==> src/cmd_pkg.sv <==
`default_nettype none

package cmd_pkg;

    localparam int OP_W  = 2;
    localparam int ARG_W = 4;

    // argument fields
    localparam int COLOR_ARG_W = 2;    // low bits of arg hold a colour mode
    localparam int ENABLE_BIT  = 0;

    typedef enum logic [OP_W-1:0] {
        OP_SET_GLYPH = 2'd0,    // arg is a glyph code
        OP_SET_COLOR = 2'd1,
        OP_BLANK     = 2'd2,    // glyph back to none
        OP_ENABLE    = 2'd3     // global, panel field ignored
    } opcode_t;

endpackage

`default_nettype wire

==> src/matrix_pkg.sv <==
`default_nettype none

package matrix_pkg;

    // one panel is 8x8, all panels share the row lines
    localparam int ROWS      = 8;
    localparam int COLS      = 8;
    localparam int ROW_IDX_W = $clog2(ROWS);

    // built-in glyphs, codes 12..14 unused
    typedef enum logic [3:0] {
        LEVEL_0    = 4'd0,
        LEVEL_1    = 4'd1,
        LEVEL_2    = 4'd2,
        LEVEL_3    = 4'd3,
        LEVEL_4    = 4'd4,
        FULL       = 4'd5,
        WAVE       = 4'd6,
        RISE       = 4'd7,
        RING       = 4'd8,
        DROP       = 4'd9,
        BELL       = 4'd10,
        HOOK       = 4'd11,
        GLYPH_NONE = 4'd15
    } glyph_t;

    // which column bus gets the bitmap
    typedef enum logic [1:0] {
        COLOR_GREEN = 2'd0,    // green only
        COLOR_RED   = 2'd1,    // red only
        COLOR_AMBER = 2'd2,    // red and green together
        COLOR_OFF   = 2'd3
    } color_t;

endpackage

`default_nettype wire

==> src/glyph_panel.sv <==
`timescale 1ns/1ps
`default_nettype none

module glyph_panel
    import matrix_pkg::*;
(
    input  logic                 clk,
    input  logic                 rst,
    input  logic                 frame_start,
    input  logic [ROW_IDX_W-1:0] row_idx,
    input  glyph_t               shadow_glyph,
    input  color_t               shadow_color,
    output logic [COLS-1:0]      col_red,
    output logic [COLS-1:0]      col_green
);

    glyph_t          disp_glyph;
    color_t          disp_color;
    logic [COLS-1:0] bitmap;

    // bitmap of one glyph row, bit 0 is column 0
    function automatic logic [COLS-1:0] glyph_row(input glyph_t g,
                                                  input logic [ROW_IDX_W-1:0] r);
        logic [COLS-1:0] bits;
        bits = '0;
        case (g)
            LEVEL_0:
                case (r)
                    3'd2, 3'd5: bits = 8'b0001_1000;
                    3'd3, 3'd4: bits = 8'b0011_1100;
                    default:    bits = '0;
                endcase
            LEVEL_1:
                case (r)
                    3'd2, 3'd5: bits = 8'b0011_1000;
                    3'd3, 3'd4: bits = 8'b0111_1100;
                    default:    bits = '0;
                endcase
            LEVEL_2:
                case (r)
                    3'd2, 3'd5: bits = 8'b0011_1100;
                    3'd3, 3'd4: bits = 8'b0111_1110;
                    default:    bits = '0;
                endcase
            LEVEL_3:
                case (r)
                    3'd1, 3'd6:             bits = 8'b0011_1100;
                    3'd2, 3'd3, 3'd4, 3'd5: bits = 8'b0111_1110;
                    default:                bits = '0;
                endcase
            LEVEL_4:
                case (r)
                    3'd0, 3'd7: bits = 8'b0011_1100;
                    3'd1, 3'd6: bits = 8'b0111_1110;
                    default:    bits = 8'b1111_1111;
                endcase
            FULL:
                bits = '1;
            WAVE:
                case (r)
                    3'd0:    bits = 8'b1100_0011;
                    3'd1:    bits = 8'b1110_0011;
                    3'd2:    bits = 8'b1111_0001;
                    3'd3:    bits = 8'b1110_0011;
                    3'd4:    bits = 8'b1100_0111;
                    3'd5:    bits = 8'b1110_0111;
                    3'd6:    bits = 8'b1111_0111;
                    default: bits = 8'b1111_1011;
                endcase
            RISE:
                case (r)
                    3'd1:    bits = 8'b0000_0001;
                    3'd2:    bits = 8'b1000_0001;
                    3'd3:    bits = 8'b1100_0011;
                    3'd4:    bits = 8'b1000_0011;
                    3'd5:    bits = 8'b1100_0111;
                    3'd6:    bits = 8'b1110_0111;
                    3'd7:    bits = 8'b1111_0011;
                    default: bits = '0;
                endcase
            RING:
                case (r)
                    3'd1:    bits = 8'b0011_1000;
                    3'd2:    bits = 8'b0100_0100;
                    3'd3:    bits = 8'b0101_1010;
                    3'd4:    bits = 8'b0100_1010;
                    3'd5:    bits = 8'b0011_0010;
                    3'd6:    bits = 8'b1100_0100;
                    3'd7:    bits = 8'b0011_1000;
                    default: bits = '0;
                endcase
            DROP:
                case (r)
                    3'd2:    bits = 8'b0110_0000;
                    3'd3:    bits = 8'b1111_1100;
                    3'd4:    bits = 8'b0011_1111;
                    3'd5:    bits = 8'b0011_1110;
                    3'd6:    bits = 8'b0001_1100;
                    default: bits = '0;
                endcase
            BELL:
                case (r)
                    3'd2:       bits = 8'b0001_1000;
                    3'd3:       bits = 8'b0011_1100;
                    3'd4, 3'd5: bits = 8'b0111_1110;
                    3'd6:       bits = 8'b0010_0100;
                    default:    bits = '0;
                endcase
            HOOK:
                case (r)
                    3'd0:    bits = 8'b1110_0000;
                    3'd1:    bits = 8'b0110_0000;
                    3'd2:    bits = 8'b1110_0000;
                    3'd3:    bits = 8'b0011_0000;
                    3'd4:    bits = 8'b0011_0001;
                    3'd5:    bits = 8'b0011_0011;
                    3'd6:    bits = 8'b0011_1110;
                    default: bits = 8'b0001_1100;
                endcase
            default:
                bits = '0;    // GLYPH_NONE and unused codes
        endcase
        return bits;
    endfunction

    // shadow state only becomes visible at frame start
    always_ff @(posedge clk or posedge rst)
    begin
        if (rst)
        begin
            disp_glyph <= GLYPH_NONE;
            disp_color <= COLOR_GREEN;
        end
        else if (frame_start)
        begin
            disp_glyph <= shadow_glyph;
            disp_color <= shadow_color;
        end
    end

    assign bitmap = glyph_row(disp_glyph, row_idx);

    always_comb
    begin
        col_red   = '0;
        col_green = '0;
        case (disp_color)
            COLOR_GREEN: col_green = bitmap;
            COLOR_RED:   col_red   = bitmap;
            COLOR_AMBER:
            begin
                col_red   = bitmap;
                col_green = bitmap;
            end
            default:     ;    // off
        endcase
    end

endmodule

`default_nettype wire

==> src/matrix_display_top.sv <==
`timescale 1ns/1ps
`default_nettype none

module matrix_display_top
    import matrix_pkg::*, cmd_pkg::*;
#(
    parameter int NUM_PANELS  = 4,
    parameter int SCAN_DIV    = 4,
    parameter int PANEL_IDX_W = (NUM_PANELS > 1) ? $clog2(NUM_PANELS) : 1
)
(
    input  logic                       clk,
    input  logic                       rst,
    input  logic                       cmd_valid,
    input  opcode_t                    cmd_op,
    input  logic [PANEL_IDX_W-1:0]     cmd_panel,
    input  logic [ARG_W-1:0]           cmd_arg,
    output logic [ROWS-1:0]            row_n,
    output logic [NUM_PANELS*COLS-1:0] col_red_all,
    output logic [NUM_PANELS*COLS-1:0] col_green_all
);

    logic [ROW_IDX_W-1:0]       row_idx;
    logic                       frame_start;
    logic                       row_start;
    logic                       display_en;
    glyph_t                     shadow_glyph [NUM_PANELS];
    color_t                     shadow_color [NUM_PANELS];
    logic [NUM_PANELS*COLS-1:0] col_red_bus;
    logic [NUM_PANELS*COLS-1:0] col_green_bus;

    panel_control #(
        .NUM_PANELS  (NUM_PANELS),
        .SCAN_DIV    (SCAN_DIV),
        .PANEL_IDX_W (PANEL_IDX_W)
    ) u_control (
        .clk          (clk),
        .rst          (rst),
        .cmd_valid    (cmd_valid),
        .cmd_op       (cmd_op),
        .cmd_panel    (cmd_panel),
        .cmd_arg      (cmd_arg),
        .row_idx      (row_idx),
        .frame_start  (frame_start),
        .row_start    (row_start),
        .display_en   (display_en),
        .shadow_glyph (shadow_glyph),
        .shadow_color (shadow_color)
    );

    // panel i drives byte i of the column buses
    for (genvar i = 0; i < NUM_PANELS; i++)
    begin : g_panel
        glyph_panel u_panel (
            .clk          (clk),
            .rst          (rst),
            .frame_start  (frame_start),
            .row_idx      (row_idx),
            .shadow_glyph (shadow_glyph[i]),
            .shadow_color (shadow_color[i]),
            .col_red      (col_red_bus[i*COLS +: COLS]),
            .col_green    (col_green_bus[i*COLS +: COLS])
        );
    end

    row_driver #(
        .NUM_PANELS (NUM_PANELS)
    ) u_driver (
        .clk           (clk),
        .rst           (rst),
        .row_idx       (row_idx),
        .row_start     (row_start),
        .display_en    (display_en),
        .col_red_in    (col_red_bus),
        .col_green_in  (col_green_bus),
        .row_n         (row_n),
        .col_red_all   (col_red_all),
        .col_green_all (col_green_all)
    );

endmodule

`default_nettype wire

==> src/panel_control.sv <==
`timescale 1ns/1ps
`default_nettype none

module panel_control
    import matrix_pkg::*, cmd_pkg::*;
#(
    parameter int NUM_PANELS  = 4,
    parameter int SCAN_DIV    = 4,
    parameter int PANEL_IDX_W = 2
)
(
    input  logic                   clk,
    input  logic                   rst,
    input  logic                   cmd_valid,
    input  opcode_t                cmd_op,
    input  logic [PANEL_IDX_W-1:0] cmd_panel,
    input  logic [ARG_W-1:0]       cmd_arg,
    output logic [ROW_IDX_W-1:0]   row_idx,
    output logic                   frame_start,
    output logic                   row_start,
    output logic                   display_en,
    output glyph_t                 shadow_glyph [NUM_PANELS],
    output color_t                 shadow_color [NUM_PANELS]
);

    localparam int DIV_W = (SCAN_DIV > 1) ? $clog2(SCAN_DIV) : 1;

    logic [DIV_W-1:0] div_cnt;
    logic             row_end;

    assign row_end = (div_cnt == DIV_W'(SCAN_DIV - 1));

    // prescaler and row counter
    always_ff @(posedge clk or posedge rst)
    begin
        if (rst)
        begin
            div_cnt     <= '0;
            row_idx     <= '0;
            row_start   <= 1'b0;
            frame_start <= 1'b0;
        end
        else
        begin
            row_start   <= row_end;
            frame_start <= row_end && (row_idx == ROW_IDX_W'(ROWS - 1));
            if (row_end)
            begin
                div_cnt <= '0;
                if (row_idx == ROW_IDX_W'(ROWS - 1))
                    row_idx <= '0;
                else
                    row_idx <= row_idx + 1'b1;
            end
            else
            begin
                div_cnt <= div_cnt + 1'b1;
            end
        end
    end

    // command decode into shadow state
    always_ff @(posedge clk or posedge rst)
    begin
        if (rst)
        begin
            display_en <= 1'b1;
            for (int i = 0; i < NUM_PANELS; i++)
            begin
                shadow_glyph[i] <= GLYPH_NONE;
                shadow_color[i] <= COLOR_GREEN;
            end
        end
        else if (cmd_valid)
        begin
            if (cmd_op == OP_ENABLE)
                display_en <= cmd_arg[ENABLE_BIT];
            // indices past the last panel never match
            for (int i = 0; i < NUM_PANELS; i++)
            begin
                if (cmd_panel == PANEL_IDX_W'(i))
                begin
                    case (cmd_op)
                        OP_SET_GLYPH: shadow_glyph[i] <= glyph_t'(cmd_arg);
                        OP_SET_COLOR: shadow_color[i] <= color_t'(cmd_arg[COLOR_ARG_W-1:0]);
                        OP_BLANK:     shadow_glyph[i] <= GLYPH_NONE;
                        default:      ;
                    endcase
                end
            end
        end
    end

endmodule

`default_nettype wire

==> src/row_driver.sv <==
`timescale 1ns/1ps
`default_nettype none

module row_driver
    import matrix_pkg::*;
#(
    parameter int NUM_PANELS = 4
)
(
    input  logic                       clk,
    input  logic                       rst,
    input  logic [ROW_IDX_W-1:0]       row_idx,
    input  logic                       row_start,
    input  logic                       display_en,
    input  logic [NUM_PANELS*COLS-1:0] col_red_in,
    input  logic [NUM_PANELS*COLS-1:0] col_green_in,
    output logic [ROWS-1:0]            row_n,
    output logic [NUM_PANELS*COLS-1:0] col_red_all,
    output logic [NUM_PANELS*COLS-1:0] col_green_all
);

    logic [ROWS-1:0] row_dec;

    // one-hot, active low
    assign row_dec = ~(ROWS'(1) << row_idx);

    always_ff @(posedge clk or posedge rst)
    begin
        if (rst)
        begin
            row_n         <= '1;
            col_red_all   <= '0;
            col_green_all <= '0;
        end
        else if (!display_en)
        begin
            // scan keeps running, outputs just go dark
            row_n         <= '1;
            col_red_all   <= '0;
            col_green_all <= '0;
        end
        else
        begin
            row_n <= row_dec;
            if (row_start)
            begin
                // blank while the row lines switch over
                col_red_all   <= '0;
                col_green_all <= '0;
            end
            else
            begin
                col_red_all   <= col_red_in;
                col_green_all <= col_green_in;
            end
        end
    end

endmodule

`default_nettype wire

==> config.mk <==
export PLATFORM = sky130hd
export DESIGN_NAME = matrix_display_top
export DESIGN_NICKNAME = d
export VERILOG_FILES = /design/src/cmd_pkg.sv /design/src/matrix_pkg.sv /design/src/glyph_panel.sv /design/src/matrix_display_top.sv /design/src/panel_control.sv /design/src/row_driver.sv
export SDC_FILE = /design/constraint.sdc
export NUM_CORES = 1
export LEC_CHECK = 0
export BUFFER_PORTS_ARGS = -buffer_cell sky130_fd_sc_hd__buf_4
export CAP_MARGIN = 20
export CORE_MARGIN = 1
export CORE_UTILIZATION = 40
export CTS_CLUSTER_DIAMETER = 120
export DETAILED_ROUTE_END_ITERATION = 7
export GPL_ROUTABILITY_DRIVEN = 0
export PLACE_DENSITY_LB_ADDON = 0.12
export SETUP_SLACK_MARGIN = 0.3
export SYNTH_ARGS = -nofsm -noshare
export SYNTH_HDL_FRONTEND = slang
export SYNTH_HIERARCHICAL = 1
export SYNTH_SLANG_ARGS = --single-unit
==> constraint.sdc <==
create_clock -name clk -period 5.65 [get_ports clk]
set_input_delay 0.2825 -clock clk [delete_from_list [all_inputs] [get_ports clk]]
set_output_delay 0.2825 -clock clk [all_outputs]
set_load 0.1 [all_outputs]
Word level (Yosys, flattened, before mapping)

Cells that the tools add are included.

Output and inout bits: 72
Input port bits: 11
Logic and storage cells: 164
Register bits after elaboration: 128

Shift-type cells: 1
Reductions and logical operators: 39
Mux-type cells: 31
Add/subtract/negate cells: 2
Bitwise operators: 1
Equality and inequality tests: 66

Operators with widths:

| kind               | count |
|---|---|
| $pmux 8 s12        | 4 |
| $mux 32            | 4 |
| $pmux 8 s6         | 2 |
| $mux 8             | 9 |
| $eq 4x3->1 const B | 16 |
| $eq 4x4->1 const B | 16 |
| $pmux 8 s7         | 1 |
| $pmux 7 s2         | 3 |
| $pmux 8 s5         | 1 |
| $pmux 6 s6         | 1 |
| $eq 4x2->1 const B | 8 |
| $reduce_or 2->1    | 16 |
| $pmux 7 s4         | 1 |
| $reduce_and 3->1   | 8 |
| $eq 2x2->1 const B | 9 |
| $eq 4x1->1 const B | 4 |
| $logic_not 4->1    | 4 |
| $pmux 8 s2         | 1 |
| $eq 2x1->1 const B | 6 |
| $eq 3x3->1 const B | 4 |
| $logic_not 2->1    | 6 |
| $pmux 6 s2         | 1 |
| $not 8->8          | 1 |
| $pmux 4 s2         | 1 |
| 12 further kinds   | 13 |

Logic depth before layout (Yosys ltp)

Gate-level depths: netlist (run 1).

Word-level depth: 7
Depth in mapped cells: 8
Gate-level depth less buffers: 6

Modules after synthesis

Netlist (run 1), hierarchy kept.

By module, submodules not included:

| module        | instances | cells each | seq. area each (um2) | area an instance (um2) |
|---|---|---|---|---|
| glyph_panel   | 4         | 169        | 155.1                | 1272.5 |
| row_driver    | 1         | 158        | 1811.7               | 2509.9 |
| panel_control | 1         | 101        | 822.0                | 1290.0 |

Least setup slack after synthesis (run 1)

Ideal clock, no wire load.

Kind: reg-to-reg
From: register u_control.row_idx[1]
To: register u_driver.col_red_all[10]
Library setup time: 0.120 ns
Buffers on the path: 2
Clock period less this slack: 1.938 ns
Path slack: 3.712 ns
Arrival: 1.818 ns
Data required time: 5.530 ns
Cell stages (with the launch flop): 8
Path through: dfrtp_1 buf_4 buf_6 a221o_1 a41oi_2 o211ai_1 and2_1 and3b_1

Word-level cells in the longest chain between the ends: 7
Elaborated cells between the ends (all ways): 30
Classes of those cells: eq/ne (7); mux (14); reduce/logical (9)

RTL lines:

| what                                                    | RTL line                 | RTL |
|---|---|---|
| start, declared                                         | panel_control.sv:18      | `output logic [ROW_IDX_W-1:0] row_idx,` |
| start signal, assigned                                  | panel_control.sv:53      | `row_idx <= row_idx + 1'b1;` |
| $eq 3x2->1, or another cell as far along                | -                        |  |
| $reduce_or 2->1 (no line), or another cell as far along | -                        |  |
| $pmux 8 s6, or another cell as far along                | glyph_panel.sv:110       | `case (r)` |
| $pmux 8 s12 *                                           | glyph_panel.sv:26        | `case (g)` |
| $mux 8 *                                                | glyph_panel.sv:147       | `case (disp_color)` |
| via col_red_bus[10]                                     | matrix_display_top.sv:29 | `logic [NUM_PANELS*COLS-1:0] col_red_bus;` |
| $mux 32 *                                               | row_driver.sv:45         | `if (row_start)` |
| $mux 32 *                                               | row_driver.sv:35         | `else if (!display_en)` |
| end signal, assigned                                    | row_driver.sv:53         | `col_red_all <= col_red_in;` |
| end, declared                                           | row_driver.sv:18         | `output logic [NUM_PANELS*COLS-1:0] col_red_all,` |

Mark *: on every way through the listed nets, which the timed path passes. The rest lies on a longest branch.
A chain may end at the register's enable or synchronous reset.

Worst setup path in the final report (run 1)

From: register u_control.row_idx[2]
To: register u_driver.col_green_all[28]

Word-level cells in the longest chain between the ends: 7
Elaborated cells between the ends (all ways): 30
Classes of those cells: eq/ne (7); mux (14); reduce/logical (9)

RTL lines:

| what                                                    | RTL line                 | RTL |
|---|---|---|
| $eq 3x2->1, or another cell as far along                | -                        |  |
| $reduce_or 2->1 (no line), or another cell as far along | -                        |  |
| $pmux 8 s6, or another cell as far along                | glyph_panel.sv:110       |  |
| $pmux 8 s12 *                                           | glyph_panel.sv:26        |  |
| $mux 8 *                                                | glyph_panel.sv:147       |  |
| via col_green_bus[28]                                   | matrix_display_top.sv:30 | `logic [NUM_PANELS*COLS-1:0] col_green_bus;` |
| $mux 32 *                                               | row_driver.sv:45         |  |
| $mux 32 *                                               | row_driver.sv:35         |  |
| end signal, assigned                                    | row_driver.sv:54         | `col_green_all <= col_green_in;` |
| end, declared                                           | row_driver.sv:19         | `output logic [NUM_PANELS*COLS-1:0] col_green_all` |

Marks and branches as above.

==> results.tsv, run 1 <==
metric	value	unit
RSZ-0062 raised after global routing	false	
Worst Hold Class	in2reg	
ys async rst share	100	%
ranking of synthesized cells by area	dfrtp_1 24%, dfstp_2 12%, and3b_1 6.3%	
post-CTS setup buffers	0	
largest area contributor in the netlist	dfrtp_1	
Ant. Diodes	0	
post-CTS sizing	0	
reg2reg setup slack	2.78	ns
Avg Inst Size Synth	9.51	µm²
core area	21800	µm²
syn_nets	957	
CP Max Fanout	50	
Fmax	348	MHz
Cell Int Power	2.21	mW
sequential-to-total area share from yosys stat	36.6	%
Unique masters post-synth	69	
H-tree levels	4	
worst hold slack	0.144	ns
Tcrit/Tclk final	50.9	%
Final ANT Viol Nets	0	
Initial Util	40.7	%
via/cell ratio	5.79	
Layout Area Growth over Synthesis	11.7	%
IO Port Bufs	82	
Clock Pin Slew Worst Setup and Hold Paths	0.06	ns
DRC violations left	0	
setup TNS	0	ns
PD cells	332	nW/µm²
Leak Pwr	4.25	nW
Req. time, crit path	5.97	ns
Slew HR	39.2	%
pin count of the biggest net entering global routing	73	
Finish-stage setup viols	0	
Flop pwr share	37.5	%
layout cells sized above 1	24.5	%
peak supply drop	0.231	mV
status	finished clean	
Post-synth top cells	87 x dfrtp_1, 67 x nor2_1, 64 x and3b_1	
R2R depth	7	
switching power	1.08	mW
mapped cell area	8890	µm²
clk root buf	clkbuf_16	
# nets final	976	
global route overflow	0	
die area	22800	µm²
Yosys Warn Count	6	
fill count	2102	
# clock sinks	128	
Clock Skews	0.00820	ns
via count	7218	
part of the power in the clock network	36.5	%
CTS tree	done	
DR iter-0 viols	1001	
Synth top area share	24.5	%
synthesized instance count	935	
# rows	54	
first-pass GRT wire length	35.6	mm
count leader, synth	dfrtp_1	
Final Hold Viols	0	
final slew viol count	0	
antenna violations before repair	0	
max_cap viols	0	
Bufs on Longest Clock Path	2	
DR WL/cell	17.6	µm
Detail Placement HPWL	14.3	mm
vias in the first global route	6702	
GRT Util Overall	19.9	%
Sw Ratio	32.9	%
register bit total from synthesis	128	
Num CTS Buffers	17	
Skew-Pair Late Insertion Delay	0.43	ns
I/O Pins	83	
min cycle time layout	2.87	ns
Main synth FF type	dfrtp_1	
hold buffers post-CTS	1	
kind of critical path	reg2reg	
hold path depth	2	
Worst-Margin Slew	0.913	ns
TritonRoute pass-1 iters	5	
drt total wl	21.9	mm
die height	151	µm
critical path arrival	3.19	ns
die width	151	µm
CP Capture Type	flip-flop	
Gate power share	26.0	%
Critical Path Start Type	flip-flop	
number of enable flip-flop cells after synthesis	0	
final timing paths:
check	startpoint	endpoint
max	u_control/row_idx[2]$_DFFE_PP0P_	u_driver/col_green_all[28]$_DFF_PP0_
min	cmd_arg[1]	u_control/shadow_color[7]$_DFFE_PP0P_
max reg2reg	u_control/row_idx[2]$_DFFE_PP0P_	u_driver/col_green_all[28]$_DFF_PP0_
min reg2reg	u_control/div_cnt[0]$_DFF_PP0_	u_control/div_cnt[0]$_DFF_PP0_
max in group asynchronous	rst	u_driver/col_red_all[10]$_DFF_PP0_
min in group asynchronous	rst	g_panel[1].u_panel/disp_color[0]$_DFFE_PP0P_
routing by layer:
metal  track usage [%]  vias to the layer above  wire (µm)
met5                 0                        -          0
li1                  -                     3462          -
met3              3.40                       39        951
met2              29.4                      247       9810
met4              7.05                        0        374
met1              28.9                     3470      10800
layout by cell type, fill, tap and decap left out, types with 11 or more instances in the layout:
| cell type | count |
|---|---|
| o211ai_1 | 12 |
| a21oi_1 | 44 |
| inv_1 | 29 |
| mux2_2 | 22 |
| nor2b_1 | 56 |
| a211oi_1 | 16 |
| o21ai_0 | 40 |
| buf_4 | 90 |
| nand3_1 | 17 |
| nand4b_1 | 16 |
| dfstp_2 | 41 |
| xnor2_1 | 12 |
| ha_1 | 11 |
| nand2_1 | 53 |
| clkbuf_16 | 19 |
| nor4_1 | 12 |
| dfrtp_1 | 84 |
| nor3_1 | 16 |
| nor2_1 | 67 |
| and3b_1 | 64 |
| nand2b_1 | 32 |
| and2_1 | 13 |
final cells by class:
class                      instances  area, µm²  area share (%)
sequential                       128       3260            32.9
clock inverter                    11        150            1.51
timing repair buffer              91        686            6.90
clock buffer                      21        503            5.06
multi-input combinational        686       4870            49.0
tap                              280        350            3.53
inverter                          30        113            1.13
power groups by stage:
stage | Clock (mW) | Sequential [mW] | Combinational (mW)
after floorplan | 0 | 1.10 | 0.856
after global routing | 1.27 | 1.26 | 0.956
after detailed placement | 0 | 1.25 | 0.858
after CTS | 1.23 | 1.23 | 0.862
after global placement | 0 | 1.25 | 0.860
final | 1.20 | 1.24 | 0.858
critical path: stages (launching register included):
cell and delay (ns):
dfrtp_2 0.79, buf_4 0.57, inv_1 0.27, xnor2_1 0.21, o221ai_1 0.14, nor4_1 0.49, nor2_1 0.09, and3b_1 0.19
stage by stage:
step / total power, mW / setup slack (ns) / instances / utilization [%] / area [µm²]
6_report: 3.30 / 2.78 / 1247 / 45.5 / 9930
5_1_grt: 3.49 / 2.63 / 1247 / 45.5 / 9930
3_5_place_dp: 2.10 / 2.84 / 1214 / 42.5 / 9270
4_1_cts: 3.32 / 2.84 / 1247 / 45.5 / 9930
2_1_floorplan: 1.96 / 3.56 / 935 / - / 8890
3_3_place_gp: 2.11 / 2.82 / 1214 / 42.5 / 9270
state kept, by name, indices dropped and copies added (netlist names):
name / cells
u_driver/row_n: 8
u_control/row_idx: 3
u_control/frame_start: 1
u_control/shadow_color: 8
u_control/row_start: 1
u_driver/col_green_all: 32
g_panel.u_panel/disp_glyph: 16
u_control/div_cnt: 2
u_control/shadow_glyph: 16
u_driver/col_red_all: 32
u_control/display_en: 1
g_panel.u_panel/disp_color: 8
logic make-up after synthesis:
group / after synthesis / synth area share [%]
buf+inv: 121 / 8.64
xor+xnor: 12 / 1.18
simple gates: 411 / 29.8
mux: 24 / 3.12
compound gates: 228 / 19.1
fa+ha+maj: 11 / 1.55
flops: 128 / 36.6
Power figures use the tool's default switching activity.
==> run 2, diff against run 1 <==
--- a/config.mk
+++ b/config.mk
@@ -5,6 +5,7 @@
 export SDC_FILE = /design/constraint.sdc
 export NUM_CORES = 1
 export LEC_CHECK = 0
+export ABC_AREA = 1
 export BUFFER_PORTS_ARGS = -buffer_cell sky130_fd_sc_hd__buf_4
 export CAP_MARGIN = 20
 export CORE_MARGIN = 1
==> constraint.sdc (replaced) <==
create_clock -name clk -period 3 [get_ports clk]
set_input_delay 0.15 -clock clk [delete_from_list [all_inputs] [get_ports clk]]
set_output_delay 0.15 -clock clk [all_outputs]
set_load 0.1 [all_outputs]
==> run 2 against run 1 <==
Net effect:
- via count rose by 3.6%
- non-clock buffer count rose by 3
- register-to-register slack worse by 1.8 ns
- fmax increased by 42%
==> results.tsv, run 2 <==
metric	value	unit
status	finished clean	
Bufs on Longest Clock Path	2	
DRC violations left	0	
Tcrit/Tclk final	67.3	%
syn_nets	1239	
final slew viol count	0	
reg2reg setup slack	0.98	ns
fill count	1986	
Req. time, crit path	3.28	ns
mapped cell area	8020	µm²
CTS tree	done	
Ant. Diodes	0	
clk root buf	clkbuf_16	
die height	144	µm
Layout Area Growth over Synthesis	18.9	%
Critical Path Start Type	flip-flop	
Slew HR	38.0	%
die width	144	µm
ys async rst share	100	%
Num CTS Buffers	17	
PD cells	621	nW/µm²
critical path arrival	2.29	ns
Initial Util	41.1	%
peak supply drop	0.398	mV
GRT Util Overall	20.6	%
DR WL/cell	12.7	µm
CP startpoint	u_control/row_idx[0]$_DFFE_PP0P_	
Avg Inst Size Synth	6.59	µm²
commonest non-fill, non-tap cell in the layout	nand2_1	
setup TNS	0	ns
final core occ	48.8	%
Final ANT Viol Nets	0	
core area	19500	µm²
count leader, synth	nand2_1	
Worst Hold Class	in2reg	
register bit total from synthesis	128	
Post-synth top cells	392 x nand2_1, 233 x nor2_1, 178 x inv_1	
I/O Pins	83	
CP endpoint	u_driver/col_green_all[6]$_DFF_PP0_	
top flop regs	u_driver/col_green_all: 32 flops, u_driver/col_red_all: 32 flops	
Leak Pwr	5.19	nW
Synth top area share	27.2	%
layout cells sized above 1	19.1	%
# clock sinks	128	
Fmax	495	MHz
DR iter-0 viols	784	
sequential-to-total area share from yosys stat	40.6	%
post-CTS setup buffers	0	
kind of critical path	reg2reg	
pin count of the biggest net entering global routing	65	
final worst slack	0.981	ns
number of enable flip-flop cells after synthesis	0	
first-pass GRT wire length	33.4	mm
Main synth FF type	dfrtp_1	
Skew-Pair Late Insertion Delay	0.42	ns
TritonRoute pass-1 iters	6	
Unique masters post-synth	23	
ranking of synthesized cells by area	dfrtp_1 27%, nand2_1 18%, dfstp_2 13%	
max_cap viols	0	
vias in the first global route	6822	
via count	7476	
Finish-stage setup viols	0	
reg-to-reg startpoint	u_control/row_idx[0]$_DFFE_PP0P_	
# nets final	1328	
global route overflow	0	
H-tree levels	4	
CP Capture Type	flip-flop	
Clock Skews	0.00987	ns
via/cell ratio	4.72	
post-CTS sizing	0	
antenna violations before repair	0	
Detail Placement HPWL	15.0	mm
IO Port Bufs	82	
largest area contributor in the netlist	dfrtp_1	
RSZ-0062 raised after global routing	false	
FF-to-FF End	u_driver/col_green_all[6]$_DFF_PP0_	
Worst-Margin Slew	0.929	ns
hold buffers post-CTS	1	
synthesized instance count	1217	
Clock Pin Slew Worst Setup and Hold Paths	0.06	ns
Tot Pwr	5.92	mW
drt total wl	20.1	mm
Yosys Warn Count	6	
min cycle time layout	2.02	ns
Final Hold Viols	0	
most frequent cells in the layout	392 x nand2_1, 233 x nor2_1, 177 x inv_1	
R2R depth	12	
die area	20600	µm²
pre-CTS setup slack	1.01	ns
# rows	51	
CP Max Fanout	21	
-- run 2: changes by cell type after synthesis, sizes merged, moves of 52 or more --
cell	previous run	this run
nand2	53	417
nor2	71	273
inv	30	197
and3b	64	0
nor2b	60	0
buf	74	18
nand3	17	69
-- run 2: area by class of cell --
type	count	area [µm²]	share of cell area, %
sequential	128	3250	34.1
tap	265	332	3.48
clock inverter	13	185	1.94
clock buffer	19	453	4.75
inverter	198	744	7.81
timing repair buffer	94	721	7.56
multi-input combinational	867	3850	40.3
-- run 2: kinds of logic (layout without fill, tap and decap cells) --
family	Yosys count	count (layout)	synth area share, %
AOI/OAI and AO/OA	77	77	4.81
buffers and inverters	222	324	11.4
and+or+nand+nor	779	779	41.4
adders and majority gates	11	11	1.72
DFF	128	128	40.6
-- run 2: worst min-delay path by stage --
stage | from | end | slack [ns] | cells after the start
6_report | cmd_arg[0] | u_control/shadow_color[2]$_DFFE_PP0P_ | 0.02 | 3
5_1_grt | cmd_arg[0] | u_control/shadow_color[2]$_DFFE_PP0P_ | 0.02 | 3
4_1_cts | cmd_arg[0] | u_control/display_en$_DFFE_PP1P_ | 0.007 | 3
3_5_place_dp | rst | g_panel[1].u_panel/disp_color[0]$_DFFE_PP0P_ | 0.15 | 2
3_3_place_gp | rst | g_panel[1].u_panel/disp_color[0]$_DFFE_PP0P_ | 0.15 | 2
2_1_floorplan | rst | g_panel[0].u_panel/disp_color[0]$_DFFE_PP0P_ | -0.06 | 1
-- run 2: critical path, cell delays in order (launching register included) --
cell,delay (ns)
dfrtp_1,0.66
buf_12,0.22
nand2_1,0.08
nand2_1,0.15
inv_1,0.07
nand2_1,0.07
nand2_1,0.05
nor2_1,0.17
nand2_1,0.07
nor2_1,0.17
nor2_1,0.06
inv_1,0.06
nor2_1,0.04
-- run 2: report_power, final --
part | internal (mW) | leakage (nW) | switching (mW)
Combinational | 0.510 | 3.26 | 1.13
Sequential | 1.95 | 1.62 | 0.106
Clock | 1.44 | 0.309 | 0.792
-- run 2: per-stage QoR --
step	instances	hold slack [ns]	area, µm²
2_1_floorplan	1217	-0.0619	8020
3_3_place_gp	1551	0.147	8890
3_5_place_dp	1551	0.148	8890
4_1_cts	1584	0.00652	9540
5_1_grt	1584	0.0210	9540
6_report	1584	0.0188	9540
-- run 2: routing by layer --
metal	up-vias	global-route usage [%]	part of all wire [%]
met2	268	33.0	46
met4	0	5.82	1.2
li1	3836	-	-
met5	-	0	0
met1	3346	28.6	48
met3	26	3.50	5.4
==> run 3, diff against run 2 <==
==> constraint.sdc (replaced) <==
create_clock -name clk -period 1.7 [get_ports clk]
set_input_delay 0.085 -clock clk [delete_from_list [all_inputs] [get_ports clk]]
set_output_delay 0.085 -clock clk [all_outputs]
set_load 0.1 [all_outputs]
==> run 3 against run 2 <==
Net effect:
- hold slack better by 0.0024 ns
- wire length rose by 6.3%
- core utilization rose by 5.6 points
- count of clock-buffer cells in the layout grew 7
- sequential cell count is the same
- critical path depth down 1
- global-route usage rose by 1.0 points
- first-iteration DRC count decreased by 4.5%
- combinational power rose by 110%
- largest cell class unchanged
- largest power group is now sequential cells
- highest routed layer unchanged
==> results.tsv, run 3 (synthesized netlist as in run 2, its figures left out) <==
metric	value	unit
Initial Util	41.1	%
FF-to-FF End	u_driver/col_red_all[11]$_DFF_PP0_	
TritonRoute pass-1 iters	5	
Bufs on Longest Clock Path	2	
RSZ-0062 raised after global routing	true	
# nets final	1396	
pin count of the biggest net entering global routing	65	
# rows	51	
Skew-Pair Late Insertion Delay	0.43	ns
global route overflow	0	
critical path arrival	2.02	ns
placed insts	1594	
die width	144	µm
Worst-Margin Slew	0.591	ns
reg-to-reg startpoint	u_control/row_idx[1]$_DFFE_PP0P_	
vias in the first global route	7232	
Crit-path slowest cell	dfrtp_2	
Critical Path Start Type	flip-flop	
status	finished clean	
final cell count without fillers	1652	
R2R depth	11	
DR WL/cell	12.9	µm
CP Max Fanout	11	
clk root buf	clkbuf_16	
Clock Pin Slew Worst Setup and Hold Paths	0.05	ns
Ant. Diodes	0	
fill count	1884	
CTS tree	done	
commonest non-fill, non-tap cell in the layout	nand2_1	
kind of critical path	reg2reg	
die height	144	µm
drt total wl	21.4	mm
area of the multi-input gates	4360	µm²
Post-DP Area	9380	µm²
peak supply drop	0.772	mV
Detail Placement HPWL	15.6	mm
Finish-stage setup viols	0	
most frequent cells in the layout	345 x nand2_1, 200 x nor2_1, 169 x inv_1	
crit-path cells	buf_12 -> nand2_2 -> inv_2 -> nor2_4 -> buf_4 -> nand2_1 -> nand3_2 -> nor2_4 -> a21oi_1 -> inv_1 -> nor2_1	
Tot Pwr	10.5	mW
layout cells sized above 1	30.9	%
die area	20600	µm²
# clock sinks	128	
slowest stage delay, CP	0.45	ns
GRT Util Overall	21.7	%
DR iter-0 viols	749	
Req. time, crit path	2.05	ns
via/cell ratio	4.71	
Fmax	601	MHz
Num CTS Buffers	17	
PD cells	991	nW/µm²
Leak Pwr	5.65	nW
Slew HR	60.5	%
reg2reg setup slack	0.04	ns
Layout Area Growth over Synthesis	32.5	%
H-tree levels	4	
min cycle time layout	1.66	ns
first-pass GRT wire length	34.7	mm
I/O Pins	83	
CP Capture Type	flip-flop	
DRC violations left	0	
CP endpoint	u_driver/col_red_all[11]$_DFF_PP0_	
Tcrit/Tclk final	97.9	%
antenna violations before repair	0	
Clock Skews	0.0115	ns
via count	7783	
CP startpoint	u_control/row_idx[1]$_DFFE_PP0P_	
critical path's most frequent cell	nor2_4	
top flop regs	u_driver/col_green_all: 32 flops, u_driver/col_red_all: 32 flops	
max_cap viols	0	
Final ANT Viol Nets	0	
Worst Hold Class	in2reg	
Register Area	3260	µm²
final slew viol count	0	
core area	19500	µm²
design area	10600	µm²
Final Hold Viols	0	
IO Port Bufs	82	
-- run 3: cell count changes in the layout (fill, tap and decap cells not counted), moves of 16 or more --
| cell | change |
|---|---|
| buf_4 | +48 |
| nand2_1 | -47 |
| nand2_2 | +30 |
| nand2_4 | +17 |
| nor2_1 | -33 |
| nor2_2 | +17 |
| nor2_4 | +16 |
-- run 3: report_power, final --
part	internal, mW	switching [mW]
logic	1.21	2.25
clock network	2.11	1.30
registers	3.44	0.213
total	6.77	3.76
-- run 3: through the flow --
step	setup WS [ns]	setup TNS [ns]	util (%)	hold slack, ns
final	0.0365	0	54.4	0.0212
after CTS	0.0463	0	52.9	0.00983
after global placement	-0.0324	-0.0476	48.0	0.0596
after detailed placement	-0.00770	-0.00770	48.0	0.0604
after global routing	-0.0976	-1.89	54.4	0.0487
after floorplan	0.231	0	-	-0.127
-- run 3: worst min-delay path by stage --
| stage | cells past startpoint | slack, ns | to | start |
|---|---|---|---|---|
| finish | 4 | 0.02 | u_control/shadow_color[2]$_DFFE_PP0P_ | cmd_op[1] |
| global route | 4 | 0.05 | u_control/shadow_color[3]$_DFFE_PP0P_ | cmd_op[1] |
| CTS | 4 | 0.01 | u_control/shadow_color[2]$_DFFE_PP0P_ | cmd_op[1] |
| detailed placement | 2 | 0.06 | u_control/shadow_color[1]$_DFFE_PP0P_ | rst |
| global placement | 2 | 0.06 | u_control/shadow_color[1]$_DFFE_PP0P_ | rst |
| floorplan | 1 | -0.13 | g_panel[0].u_panel/disp_color[0]$_DFFE_PP0P_ | rst |
-- run 3: layer usage --
metal	vias to the layer above	GRT usage, %	routed length (µm)
met5	-	0	0
met4	0	8.68	508
met3	42	3.63	834
met2	234	36.2	10400
met1	3522	27.8	9670
li1	3985	-	-
-- run 3: final cells by class --
class / count / area share, %
clock buffer: 26 / 4.60
clock inverter: 6 / 0.542
inverter: 198 / 7.11
multi-input combinational: 867 / 41.0
sequential: 128 / 30.7
tap: 265 / 3.12
timing repair buffer: 162 / 13.0
-- run 3: worst max-delay path, delay by kind of cell, from the launching register on --
| family | cells | cell delay, ns |
|---|---|---|
| buf+inv | 4 | 0.43 |
| simple gates | 6 | 0.57 |
| compound gates | 1 | 0.13 |
| flops | 1 | 0.45 |
-- run 3: repair_timing --
action,4_1_cts,5_1_grt
gates cloned,1,0
endpoints found under the hold margin,65,0
pin swaps,10,13
setup endpoints to repair,64,66
gates resized for setup,63,79
setup buffers,13,5
hold buffers,7,0
